**src/logic/pwrCtrlPkg.sv**
```systemverilog
// Shared constants and FSM state type; numDomains above 32 would not fit the register word
package pwrCtrlPkg;

  // ------------------------------
  // Domain and sequencing sizes
  // ------------------------------

  // Number of switchable power domains
  localparam int numDomains = 2;

  // Cycles spent in settle after power switch 2 turns on
  localparam int settleCycles = 28;

  // Settle counter width and its terminal value
  localparam int settleCntWidth = $clog2(settleCycles);
  localparam logic [settleCntWidth-1:0] settleLast = settleCntWidth'(settleCycles - 1);

  // ------------------------------
  // Register map and AXI codes
  // ------------------------------

  // Byte offsets on the 4 bit AXI4-Lite address
  localparam logic [3:0] addrCtrl   = 4'h0;
  localparam logic [3:0] addrStatus = 4'h4;

  // AXI response encodings
  localparam logic [1:0] respOkay   = 2'b00;
  localparam logic [1:0] respSlvErr = 2'b10;

  // ------------------------------
  // Sequencer states
  // ------------------------------

  // Power-down runs idle to pwrOff, power-up runs pwrOn1 to rstClear
  typedef enum logic [3:0] {
    idle,
    clkOff,
    clkWait,
    isolate,
    save,
    prePwrOff,
    pwrOff,
    pwrOn1,
    settle,
    restore,
    restoreWait,
    deIsolate,
    clkOn,
    clkOnWait,
    rstClear
  } seqState;

endpackage

```
**src/logic/pwrSeqFsm.sv**
```systemverilog
// One domain only; a request cleared during power-down is seen only once pwrOff is reached
module pwrSeqFsm (
  input  logic pclk14,
  input  logic nprst14,
  input  logic lowPowerReq,
  output logic setStatus,
  output logic clrStatus,
  output logic gateClk,
  output logic isolate,
  output logic saveEdge,
  output logic restoreEdge,
  output logic pwr1On,
  output logic pwr2On,
  output logic rstnNonRet
);

  // State register and next state
  pwrCtrlPkg::seqState currState;
  pwrCtrlPkg::seqState nextState;

  // Settle counter, runs only while in settle
  logic [pwrCtrlPkg::settleCntWidth-1:0] settleCnt;

  // Registered non-retention reset level before the combine with nprst14
  logic rstnNonRetReg;

  // ------------------------------
  // Next state logic
  // ------------------------------

  always_comb
  begin
    nextState = currState;
    case (currState)
      // Wait for software to request shut-off
      pwrCtrlPkg::idle:
        if (lowPowerReq)
        begin
          nextState = pwrCtrlPkg::clkOff;
        end
      pwrCtrlPkg::clkOff:
        nextState = pwrCtrlPkg::clkWait;
      // One spare cycle for the clock gate to take hold
      pwrCtrlPkg::clkWait:
        nextState = pwrCtrlPkg::isolate;
      pwrCtrlPkg::isolate:
        nextState = pwrCtrlPkg::save;
      pwrCtrlPkg::save:
        nextState = pwrCtrlPkg::prePwrOff;
      pwrCtrlPkg::prePwrOff:
        nextState = pwrCtrlPkg::pwrOff;
      // Stay off until the request bit is cleared
      pwrCtrlPkg::pwrOff:
        if (!lowPowerReq)
        begin
          nextState = pwrCtrlPkg::pwrOn1;
        end
      pwrCtrlPkg::pwrOn1:
        nextState = pwrCtrlPkg::settle;
      // Let the supply settle before restoring state
      pwrCtrlPkg::settle:
        if (settleCnt == pwrCtrlPkg::settleLast)
        begin
          nextState = pwrCtrlPkg::restore;
        end
      pwrCtrlPkg::restore:
        nextState = pwrCtrlPkg::restoreWait;
      pwrCtrlPkg::restoreWait:
        nextState = pwrCtrlPkg::deIsolate;
      pwrCtrlPkg::deIsolate:
        nextState = pwrCtrlPkg::clkOn;
      pwrCtrlPkg::clkOn:
        nextState = pwrCtrlPkg::clkOnWait;
      // Clock running again before the reset lifts
      pwrCtrlPkg::clkOnWait:
        nextState = pwrCtrlPkg::rstClear;
      pwrCtrlPkg::rstClear:
        nextState = pwrCtrlPkg::idle;
      // Unused encoding falls back to idle
      default:
        nextState = pwrCtrlPkg::idle;
    endcase
  end

  // State register
  always_ff @(posedge pclk14 or negedge nprst14)
  begin
    if (!nprst14)
    begin
      currState <= pwrCtrlPkg::idle;
    end
    else
    begin
      currState <= nextState;
    end
  end

  // Counter held at zero outside settle
  always_ff @(posedge pclk14 or negedge nprst14)
  begin
    if (!nprst14)
    begin
      settleCnt <= '0;
    end
    else if (currState == pwrCtrlPkg::settle)
    begin
      settleCnt <= settleCnt + 1'b1;
    end
    else
    begin
      settleCnt <= '0;
    end
  end

  // ------------------------------
  // Registered control outputs
  // ------------------------------

  // Decoded from nextState so each output moves with its state
  always_ff @(posedge pclk14 or negedge nprst14)
  begin
    if (!nprst14)
    begin
      gateClk       <= 1'b0;
      isolate       <= 1'b0;
      saveEdge      <= 1'b0;
      restoreEdge   <= 1'b0;
      pwr1On        <= 1'b1;
      pwr2On        <= 1'b1;
      rstnNonRetReg <= 1'b0;
    end
    else
    begin
      // Clock gated from clkOff through deIsolate
      gateClk <= !(nextState inside {pwrCtrlPkg::idle, pwrCtrlPkg::clkOn,
                                     pwrCtrlPkg::clkOnWait, pwrCtrlPkg::rstClear});
      // Isolation covers the whole unpowered window
      isolate <= nextState inside {pwrCtrlPkg::isolate, pwrCtrlPkg::save,
                                   pwrCtrlPkg::prePwrOff, pwrCtrlPkg::pwrOff,
                                   pwrCtrlPkg::pwrOn1, pwrCtrlPkg::settle,
                                   pwrCtrlPkg::restore, pwrCtrlPkg::restoreWait};
      saveEdge    <= (nextState == pwrCtrlPkg::save);
      restoreEdge <= (nextState == pwrCtrlPkg::restore);
      // Switch 1 returns one state ahead of switch 2
      pwr1On <= (nextState != pwrCtrlPkg::pwrOff);
      pwr2On <= !(nextState inside {pwrCtrlPkg::pwrOff, pwrCtrlPkg::pwrOn1});
      // Non-retention flops held in reset from pwrOff until rstClear
      rstnNonRetReg <= nextState inside {pwrCtrlPkg::idle, pwrCtrlPkg::clkOff,
                                         pwrCtrlPkg::clkWait, pwrCtrlPkg::isolate,
                                         pwrCtrlPkg::save, pwrCtrlPkg::prePwrOff,
                                         pwrCtrlPkg::rstClear};
    end
  end

  // ------------------------------
  // Status pulses and reset combine
  // ------------------------------

  // Set on leaving idle, clear on the last power-up state
  assign setStatus = (nextState == pwrCtrlPkg::clkOff);
  assign clrStatus = (currState == pwrCtrlPkg::rstClear);

  // Chip reset also resets the non-retention flops
  assign rstnNonRet = rstnNonRetReg & nprst14;

endmodule

```
**src/logic/pwrRegsAxil.sv**
```systemverilog
// One outstanding access per side; write strobes ignored and only full words are written
module pwrRegsAxil (
  input  logic                              pclk14,
  input  logic                              nprst14,
  input  logic                              awvalid,
  output logic                              awready,
  input  logic [3:0]                        awaddr,
  input  logic                              wvalid,
  output logic                              wready,
  input  logic [31:0]                       wdata,
  output logic                              bvalid,
  input  logic                              bready,
  output logic [1:0]                        bresp,
  input  logic                              arvalid,
  output logic                              arready,
  input  logic [3:0]                        araddr,
  output logic                              rvalid,
  input  logic                              rready,
  output logic [31:0]                       rdata,
  output logic [1:0]                        rresp,
  input  logic [pwrCtrlPkg::numDomains-1:0] setStatus,
  input  logic [pwrCtrlPkg::numDomains-1:0] clrStatus,
  output logic [pwrCtrlPkg::numDomains-1:0] lowPowerReq
);

  // Request and status registers
  logic [pwrCtrlPkg::numDomains-1:0] ctrlReg;
  logic [pwrCtrlPkg::numDomains-1:0] statusReg;

  // Shared ready for address and data of a write
  logic wrReady;
  logic wrAccept;
  logic wrHs;
  logic arAccept;
  logic rdHs;

  // ------------------------------
  // Write channel
  // ------------------------------

  // Ready only with both valids up and no response waiting
  assign wrAccept = awvalid && wvalid && !bvalid && !wrReady;
  assign wrHs     = wrReady && awvalid && wvalid;
  assign awready  = wrReady;
  assign wready   = wrReady;

  always_ff @(posedge pclk14 or negedge nprst14)
  begin
    if (!nprst14)
    begin
      wrReady <= 1'b0;
      bvalid  <= 1'b0;
      bresp   <= pwrCtrlPkg::respOkay;
      ctrlReg <= '0;
    end
    else
    begin
      wrReady <= wrAccept;
      if (wrHs)
      begin
        bvalid <= 1'b1;
        // Only the control word is writable
        if (awaddr == pwrCtrlPkg::addrCtrl)
        begin
          ctrlReg <= wdata[pwrCtrlPkg::numDomains-1:0];
          bresp   <= pwrCtrlPkg::respOkay;
        end
        else
        begin
          bresp <= pwrCtrlPkg::respSlvErr;
        end
      end
      // Response held until the master takes it
      else if (bvalid && bready)
      begin
        bvalid <= 1'b0;
      end
    end
  end

  // ------------------------------
  // Read channel
  // ------------------------------

  assign arAccept = arvalid && !rvalid && !arready;
  assign rdHs     = arready && arvalid;

  always_ff @(posedge pclk14 or negedge nprst14)
  begin
    if (!nprst14)
    begin
      arready <= 1'b0;
      rvalid  <= 1'b0;
      rdata   <= '0;
      rresp   <= pwrCtrlPkg::respOkay;
    end
    else
    begin
      arready <= arAccept;
      if (rdHs)
      begin
        rvalid <= 1'b1;
        case (araddr)
          pwrCtrlPkg::addrCtrl:
          begin
            rdata <= {{(32 - pwrCtrlPkg::numDomains){1'b0}}, ctrlReg};
            rresp <= pwrCtrlPkg::respOkay;
          end
          pwrCtrlPkg::addrStatus:
          begin
            rdata <= {{(32 - pwrCtrlPkg::numDomains){1'b0}}, statusReg};
            rresp <= pwrCtrlPkg::respOkay;
          end
          // Unmapped offset reads as zero with an error
          default:
          begin
            rdata <= '0;
            rresp <= pwrCtrlPkg::respSlvErr;
          end
        endcase
      end
      else if (rvalid && rready)
      begin
        rvalid <= 1'b0;
      end
    end
  end

  // ------------------------------
  // Status bits from the sequencers
  // ------------------------------

  // Set and clear pulses never coincide for one domain
  always_ff @(posedge pclk14 or negedge nprst14)
  begin
    if (!nprst14)
    begin
      statusReg <= '0;
    end
    else
    begin
      statusReg <= (statusReg | setStatus) & ~clrStatus;
    end
  end

  // Requests go straight to the sequencers
  assign lowPowerReq = ctrlReg;

endmodule

```
**src/logic/pwrCtrlTop.sv**
```systemverilog
// Control outputs are plain levels; no clock-gate or power-switch cells are included here
module pwrCtrlTop (
  input  logic                              pclk14,
  input  logic                              nprst14,
  input  logic                              awvalid,
  output logic                              awready,
  input  logic [3:0]                        awaddr,
  input  logic                              wvalid,
  output logic                              wready,
  input  logic [31:0]                       wdata,
  output logic                              bvalid,
  input  logic                              bready,
  output logic [1:0]                        bresp,
  input  logic                              arvalid,
  output logic                              arready,
  input  logic [3:0]                        araddr,
  output logic                              rvalid,
  input  logic                              rready,
  output logic [31:0]                       rdata,
  output logic [1:0]                        rresp,
  output logic [pwrCtrlPkg::numDomains-1:0] gateClk,
  output logic [pwrCtrlPkg::numDomains-1:0] isolate,
  output logic [pwrCtrlPkg::numDomains-1:0] saveEdge,
  output logic [pwrCtrlPkg::numDomains-1:0] restoreEdge,
  output logic [pwrCtrlPkg::numDomains-1:0] pwr1On,
  output logic [pwrCtrlPkg::numDomains-1:0] pwr2On,
  output logic [pwrCtrlPkg::numDomains-1:0] rstnNonRet
);

  // Per-domain links between register slave and sequencers
  logic [pwrCtrlPkg::numDomains-1:0] lowPowerReq;
  logic [pwrCtrlPkg::numDomains-1:0] setStatus;
  logic [pwrCtrlPkg::numDomains-1:0] clrStatus;

  // ------------------------------
  // Register slave
  // ------------------------------

  pwrRegsAxil pwrRegsAxil_inst (
    .pclk14      (pclk14),
    .nprst14     (nprst14),
    .awvalid     (awvalid),
    .awready     (awready),
    .awaddr      (awaddr),
    .wvalid      (wvalid),
    .wready      (wready),
    .wdata       (wdata),
    .bvalid      (bvalid),
    .bready      (bready),
    .bresp       (bresp),
    .arvalid     (arvalid),
    .arready     (arready),
    .araddr      (araddr),
    .rvalid      (rvalid),
    .rready      (rready),
    .rdata       (rdata),
    .rresp       (rresp),
    .setStatus   (setStatus),
    .clrStatus   (clrStatus),
    .lowPowerReq (lowPowerReq)
  );

  // ------------------------------
  // One sequencer per domain
  // ------------------------------

  for (genvar d = 0; d < pwrCtrlPkg::numDomains; d++)
  begin : genDomain
    pwrSeqFsm pwrSeqFsm_inst (
      .pclk14      (pclk14),
      .nprst14     (nprst14),
      .lowPowerReq (lowPowerReq[d]),
      .setStatus   (setStatus[d]),
      .clrStatus   (clrStatus[d]),
      .gateClk     (gateClk[d]),
      .isolate     (isolate[d]),
      .saveEdge    (saveEdge[d]),
      .restoreEdge (restoreEdge[d]),
      .pwr1On      (pwr1On[d]),
      .pwr2On      (pwr2On[d]),
      .rstnNonRet  (rstnNonRet[d])
    );
  end

endmodule

```
**config.mk**
```make
export PLATFORM = sky130hd
export DESIGN_NAME = pwrCtrlTop
export DESIGN_NICKNAME = d
export VERILOG_FILES = /design/src/logic/pwrCtrlPkg.sv /design/src/logic/pwrSeqFsm.sv /design/src/logic/pwrRegsAxil.sv /design/src/logic/pwrCtrlTop.sv
export SDC_FILE = /design/constraint.sdc
export NUM_CORES = 1
export LEC_CHECK = 0
export ABC_CLOCK_PERIOD_IN_PS = 3090
export BUFFER_PORTS_ARGS = -buffer_cell sky130_fd_sc_hd__buf_2
export CAP_MARGIN = 20
export CELL_PAD_IN_SITES_DETAIL_PLACEMENT = 1
export CELL_PAD_IN_SITES_GLOBAL_PLACEMENT = 1
export CORE_MARGIN = 3
export CORE_UTILIZATION = 37
export DETAILED_ROUTE_END_ITERATION = 16
export PLACE_DENSITY_LB_ADDON = 0.1
export SETUP_SLACK_MARGIN = 0.02
export SYNTH_ARGS = -nofsm -noshare
export SYNTH_HDL_FRONTEND = slang
export SYNTH_SLANG_ARGS = --single-unit
```
**constraint.sdc**
```tcl
create_clock -name pclk14 -period 3.09 [get_ports pclk14]
set_clock_uncertainty 0.05 [all_clocks]
set_input_delay 0.1545 -clock pclk14 [delete_from_list [all_inputs] [get_ports pclk14]]
set_output_delay 0.1545 -clock pclk14 [all_outputs]
set_load 0.05 [all_outputs]
```
==> results of run 1 <==
## through the flow
step / power (mW) / cell area [um^2] / setup slack [ns]
floorplan: 1.70 / 2370 / 1.65
global placement: 1.71 / 2250 / 1.67
detailed placement: 1.72 / 2250 / 1.66
CTS: 2.10 / 2360 / 1.47
global route: 2.23 / 2360 / 1.42
finish: 2.06 / 2360 / 1.52
## cell usage in the layout (no fill, tap or decap), types with 2 or more instances in the layout
cell type       n
xor2_1          7
a31oi_1         3
buf_2          39
ha_1            2
dlygate4sd3_1   2
o31ai_1         2
a21oi_1         6
nand2_1        12
nor2_1         16
nand3b_1        3
or2b_2          2
nand3_1         6
o21ai_0        13
mux2_2          3
and2_1          3
or3_1           2
mux2i_1         3
clkbuf_1        2
dfrtp_1        40
nand2b_1        3
dfstp_2         4
conb_1         32
xnor2_1         3
nor3_1          4
inv_1           7
clkbuf_8        6
## routing by layer
| metal | share of wire [%] | vias up | GRT usage (%) | wire length (um) |
|---|---|---|---|---|
| li1 | - | 697 | - | - |
| met1 | 43 | 678 | 14.8 | 1740 |
| met2 | 49 | 38 | 19.3 | 1960 |
| met3 | 6.2 | 6 | 3.75 | 247 |
| met4 | 1.5 | 0 | 4.39 | 59 |
| met5 | 0 | - | 0 | 0 |
## state kept, by name (all words and copies together), names as in the netlist
register,cells
genDomain.pwrSeqFsm_inst.saveEdge,2
genDomain.pwrSeqFsm_inst.rstnNonRetReg,2
pwrRegsAxil_inst.bvalid,1
pwrRegsAxil_inst.awready,1
pwrRegsAxil_inst.statusReg,2
genDomain.pwrSeqFsm_inst.settleCnt,10
pwrRegsAxil_inst.rvalid,1
genDomain.pwrSeqFsm_inst.currState,8
genDomain.pwrSeqFsm_inst.restoreEdge,2
pwrRegsAxil_inst.lowPowerReq,2
pwrRegsAxil_inst.rresp,1
genDomain.pwrSeqFsm_inst.isolate,2
pwrRegsAxil_inst.arready,1
genDomain.pwrSeqFsm_inst.pwr1On,2
genDomain.pwrSeqFsm_inst.gateClk,2
pwrRegsAxil_inst.rdata,2
pwrRegsAxil_inst.bresp,1
genDomain.pwrSeqFsm_inst.pwr2On,2
## area by class of cell
type,count,area (um^2),area share [%]
Clock buffer,8,90.1,3.81
Inverter,7,26.3,1.11
Multi-Input combinational cell,145,830,35.1
Sequential cell,44,1110,46.8
Tap cell,72,90.1,3.81
Timing Repair Buffer,42,223,9.42
## cell families (layout without fill, tap and decap cells)
family                     count (synthesis)  count (layout)  synth area share (%)
and+or+nand+nor                           63              63                  15.1
other                                      1              32                 0.166
xor gates and xnor gates                  10              10                  3.88
adders and majority gates                  2               2                  1.11
DFF                                       44              44                  49.0
AOI/OAI and AO/OA                         32              32                  8.48
muxes                                      6               6                  2.83
buffers and inverters                     62              57                  19.4
## power by group
group / internal (mW) / switching [mW]
sequential: 0.726 / 0.186
clock: 0.182 / 0.178
combinational: 0.239 / 0.550
## final timing paths
path                            slack [ns]                                                from  cells after the start                                                 end
worst min register to register        0.41                 pwrRegsAxil_inst.bvalid$_DFFE_PN0P_                      1                  pwrRegsAxil_inst.awready$_DFF_PN0_
worst min-delay path                 0.008                                              bready                      2                 pwrRegsAxil_inst.bvalid$_DFFE_PN0P_
min in group asynchronous             0.21                                             nprst14                      2      genDomain[1].pwrSeqFsm_inst.saveEdge$_DFF_PN0_
max in group asynchronous             2.03                                             nprst14                      3        genDomain[0].pwrSeqFsm_inst.pwr1On$_DFF_PN1_
worst max-delay path                  1.52                                             nprst14                      4                                       rstnNonRet[0]
worst max register to register        1.67  genDomain[1].pwrSeqFsm_inst.currState[3]$_DFF_PN0_                      3  genDomain[1].pwrSeqFsm_inst.currState[0]$_DFF_PN0_
## worst max-delay path, stage by stage
cell	delay, ns
dlygate4sd3_1	0.52
buf_2	0.27
and2_1	0.17
buf_2	0.26
==> results.cfg, run 1 <==
[worst_setup_path]
worst_ep_arrival_time_ns = 1.37
critical_path.max_fanout = 13
required_ns = 2.89
end_kind = output port
critPathKind = input port to output port
critPathLaunchType = input port

[floorplan]
die-height_um = 84.1
num_io_pins = 102
start_util_pct = 39.6
die_w_um = 84.1
die_area_um2 = 7080
core_um2 = 5710
floorplan.rows = 27

[logic_synthesis]
synth_top_area_share_pct = 44.3
async_reset_ff_share_pct = 100
yosysMostFrequentCell = buf_4
synth_top_cells_by_count = 50 x buf_4, 40 x dfrtp_1, 16 x nor2_1
ys.warnings.count = 0
synth_edf_count = 0
syn_area_um2 = 2260
synth_seq_cells = 44
synth_cells = 220
yosysSeqAreaShare_pct = 49.0
yosysTopAreaCell = dfrtp_1
ys.flop_type = dfrtp_1
ys_types = 45
syn_avg_cell_area_um2 = 10.3
synth.top_cells.by_area = dfrtp_1 44%, buf_4 17%, dfstp_2 4.7%

[cts]
clk_pin_slew_ns = 0.07
cts_root_buf = clkbuf_8
cts.htree.levels = 2
clk_latency_ns = 0.29
cts_tree = done
cts_hold_buf = 2
clock_sinks = 44
cts_inserted_buffers = 5
postCtsSetupBuffers = 0
clk_path_buf_depth = 2
cts_resized = 0

[power_and_ir_drop]
cellPowerDensity_nw_per_um2 = 872
ir_worst_vdd_mv = 0.381
p_leak_nw = 1.14

[timing]
finalMaxSlewViolations = 0
post-route-period-util_pct = 50.9
hold_viol = 0
final-setup-viol-count = 0
finalCriticalPeriod_ns = 1.57
hold_slack_ns = 0.00779
fin_setup_tns_ns = 0
rsz0062_at_grt = no
max_freq_ghz = 0.635

[final_layout]
drive_above_1_share_pct = 24.4
layout.nets = 294
n_antenna_cell = 0
synthToLayoutAreaGrowth_pct = 4.71
instances_no_fill = 318
post-route-util_pct = 41.4
fillCellCount = 676

[drt]
vias = 1419
ant_nets = 0
drc_errors = 0
dr.first_iter.drc_count = 32
drt_pre_antenna_iters = 4
wl_per_cell_um = 12.6
wl_um = 4000
vias_per_cell = 4.46

[global_route]
grt_pass1_wl_um = 6770
track_usage_pct = 11.9
grt_antenna_before_repair = 0
overflow = 0
grt_pass1_vias = 1423
grt_max_degree = 35

[placed_design]
place_congestion = 0.715
dp.cells = 308
dp_hpwl_um = 2940
port_buffers = 39

[run]
drv_cap = 0

[worst_hold_path]
hold_path_class = input port to flop

[run_status]
status = completed
Power figures use the tool's default switching activity.
==> inputs of run 2 (changes only) <==
Settings changed: ABC_AREA set to 1, ABC_CLOCK_PERIOD_IN_PS 3090 to 1600, CORE_UTILIZATION 37 to 34.
Clock period 3.09 ns to 1.6 ns, I/O delays scaled along.
==> results.cfg, run 2 <==
[run_status]
status = completed

[timing]
hold_viol = 0
max_freq_ghz = 0.693
post-route-period-util_pct = 90.1
final-setup-viol-count = 0
fin_setup_tns_ns = 0
finalMaxSlewViolations = 0
rsz0062_at_grt = no
tightest_slew_ns = 0.528
max_slew_margin_pct = 64.5
finalCriticalPeriod_ns = 1.44

[final_layout]
reg_top3 = genDomain.pwrSeqFsm_inst.settleCnt (10), genDomain.pwrSeqFsm_inst.currState (8)
synthToLayoutAreaGrowth_pct = 10.5
instances_no_fill = 383
largest_reg_flops = 10
mostFrequentLayoutCells = 40 x dfrtp_1, 39 x buf_2, 34 x inv_1, 32 x conb_1, 30 x nand2_1
final_area_um2 = 2620
largest-register = genDomain.pwrSeqFsm_inst.settleCnt
layout_commonest_cell = dfrtp_1
layout.nets = 354
n_antenna_cell = 0
drive_above_1_share_pct = 25.5

[global_route]
grt_antenna_before_repair = 0
grt_pass1_wl_um = 7650
grt_pass1_vias = 1615
met1_usage_pct = 17.4
grt-busiest-layer = met2
track_usage_pct = 12.5
met2_usage_pct = 18.8
overflow = 0
grt_use_met3_pct = 2.95
grt_max_degree = 29

[drt]
wl_um = 4590
ant_nets = 0
dr.first_iter.drc_count = 76
drc_errors = 0
vias = 1669
drt_pre_antenna_iters = 2
vias_per_cell = 4.36
wl_per_cell_um = 12.0

[floorplan]
start_util_pct = 36.2
num_io_pins = 102
die_area_um2 = 8000
core_um2 = 6530
die_w_um = 89.4
floorplan.rows = 29
die-height_um = 89.4

[cts]
cts_tree = done
clk_pin_slew_ns = 0.08
cts_root_buf = clkbuf_8
clk_latency_ns = 0.29
cts.htree.levels = 2
cts_inserted_buffers = 5
postCtsSetupBuffers = 0
clk_path_buf_depth = 2
clock_sinks = 44

[placed_design]
place_congestion = 0.814
port_buffers = 39
dp.cells = 367
place_area_um2 = 2410
dp_hpwl_um = 3510

[power_and_ir_drop]
cellPowerDensity_nw_per_um2 = 1880
ir_worst_vdd_mv = 0.725
p_leak_nw = 1.37
p_total_mw = 4.93

[logic_synthesis]
yosysMostFrequentCell = buf_4
synth_edf_count = 0
synth.top_cells.by_area = dfrtp_1 42%, buf_4 16%, inv_1 5.4%
ys_types = 32
synth_seq_cells = 44
yosysTopAreaCell = dfrtp_1
async_reset_ff_share_pct = 100
ys.warnings.count = 0
synth_cells = 269
yosysSeqAreaShare_pct = 46.7
syn_avg_cell_area_um2 = 8.80
syn_area_um2 = 2370
synth_top_cells_by_count = 51 x buf_4, 40 x dfrtp_1, 34 x inv_1
synth_top_area_share_pct = 42.3
ys.flop_type = dfrtp_1

[worst_setup_path]
end_kind = flop
required_ns = 1.75
critPathLaunchType = flop
critPathKind = flop to flop
critical_path.max_fanout = 9
worst_ep_arrival_time_ns = 1.59

[run]
drv_cap = 0

[worst_hold_path]
hold_path_class = input port to flop
-- run 2: changes by cell type after synthesis, moves of 4 or more --
cell     before  now
inv_2         0    8
nand4_1       0    6
nand2_2       0    4
nand2_1      12   30
inv_1         7   34
nand3_1       6   19
nor2_1       16   25
o21ai_0      13    8
-- run 2: kinds of logic (layout without fill, tap and decap cells) --
| family | count (synthesis) | in the layout | synth area share [%] |
|---|---|---|---|
| other cells | 1 | 32 | 0.158 |
| flops | 44 | 44 | 46.7 |
| compound gates | 30 | 30 | 9.04 |
| buf+inv | 94 | 100 | 23.1 |
| fa+ha+maj | 2 | 2 | 1.06 |
| simple gates | 93 | 93 | 18.1 |
| xor+xnor | 5 | 5 | 1.85 |
-- run 2: repair_timing --
item | 4_1_cts | 5_1_grt
setup endpoints to repair | 0 | 1
endpoints found under the hold margin | 47 | 0
hold buffers | 8 | 0
resized for setup | 0 | 1
-- run 2: where the power goes --
| part | leakage (nW) | switching [mW] | internal [mW] |
|---|---|---|---|
| Combinational | 0.766 | 1.63 | 0.592 |
| Sequential | 0.537 | 0.324 | 1.44 |
| Clock | 0.0645 | 0.381 | 0.551 |
| Total | 1.37 | 2.34 | 2.59 |
-- run 2: worst max-delay path, stage by stage (launching register included) --
cell,delay [ns]
dfrtp_1,0.58
nand2_2,0.09
inv_2,0.08
nor2_2,0.05
a21oi_4,0.17
nand2_2,0.09
inv_2,0.05
nand3_1,0.07
nand2_1,0.06
inv_1,0.04
-- run 2: final timing paths --
kind / slack, ns / startpoint / cells after the start / endpoint
max in group asynchronous: 0.79 / nprst14 / 3 / genDomain[0].pwrSeqFsm_inst.pwr1On$_DFF_PN1_
setup / recovery: 0.16 / genDomain[0].pwrSeqFsm_inst.currState[2]$_DFF_PN0_ / 9 / genDomain[0].pwrSeqFsm_inst.gateClk$_DFF_PN0_
hold reg to reg: 0.39 / pwrRegsAxil_inst.arready$_DFF_PN0_ / 1 / pwrRegsAxil_inst.arready$_DFF_PN0_
min in group asynchronous: 0.29 / nprst14 / 2 / genDomain[1].pwrSeqFsm_inst.pwr2On$_DFF_PN1_
hold / removal: 0.02 / awaddr[0] / 3 / pwrRegsAxil_inst.bresp[1]$_DFFE_PN0P_
setup reg to reg: 0.16 / genDomain[0].pwrSeqFsm_inst.currState[2]$_DFF_PN0_ / 9 / genDomain[0].pwrSeqFsm_inst.gateClk$_DFF_PN0_
-- run 2: final cells by class --
| cell class | instances | area (um^2) |
|---|---|---|
| Fill cell | 810 | 3920 |
| Multi-Input combinational cell | 162 | 833 |
| Tap cell | 77 | 96.3 |
| Inverter | 43 | 163 |
| Timing Repair Buffer | 49 | 290 |
| Clock inverter | 1 | 30.0 |
| Clock buffer | 7 | 96.3 |
| Sequential cell | 44 | 1110 |
-- run 2: per-layer routing --
metal	routed length (um)	up-vias
met5	0	-
met4	81	0
met3	333	7
met2	1860	67
met1	2320	752
li1	-	843
-- run 2: stage by stage --
step	setup WS [ns]	utilization (%)	hold slack [ns]
2_1_floorplan	0.126	-	-0.266
4_1_cts	0.157	40.0	0.0189
6_report	0.158	40.0	0.0160
3_3_place_gp	0.174	36.8	0.0906
5_1_grt	0.0252	40.0	0.0248
3_5_place_dp	0.176	36.8	0.0894
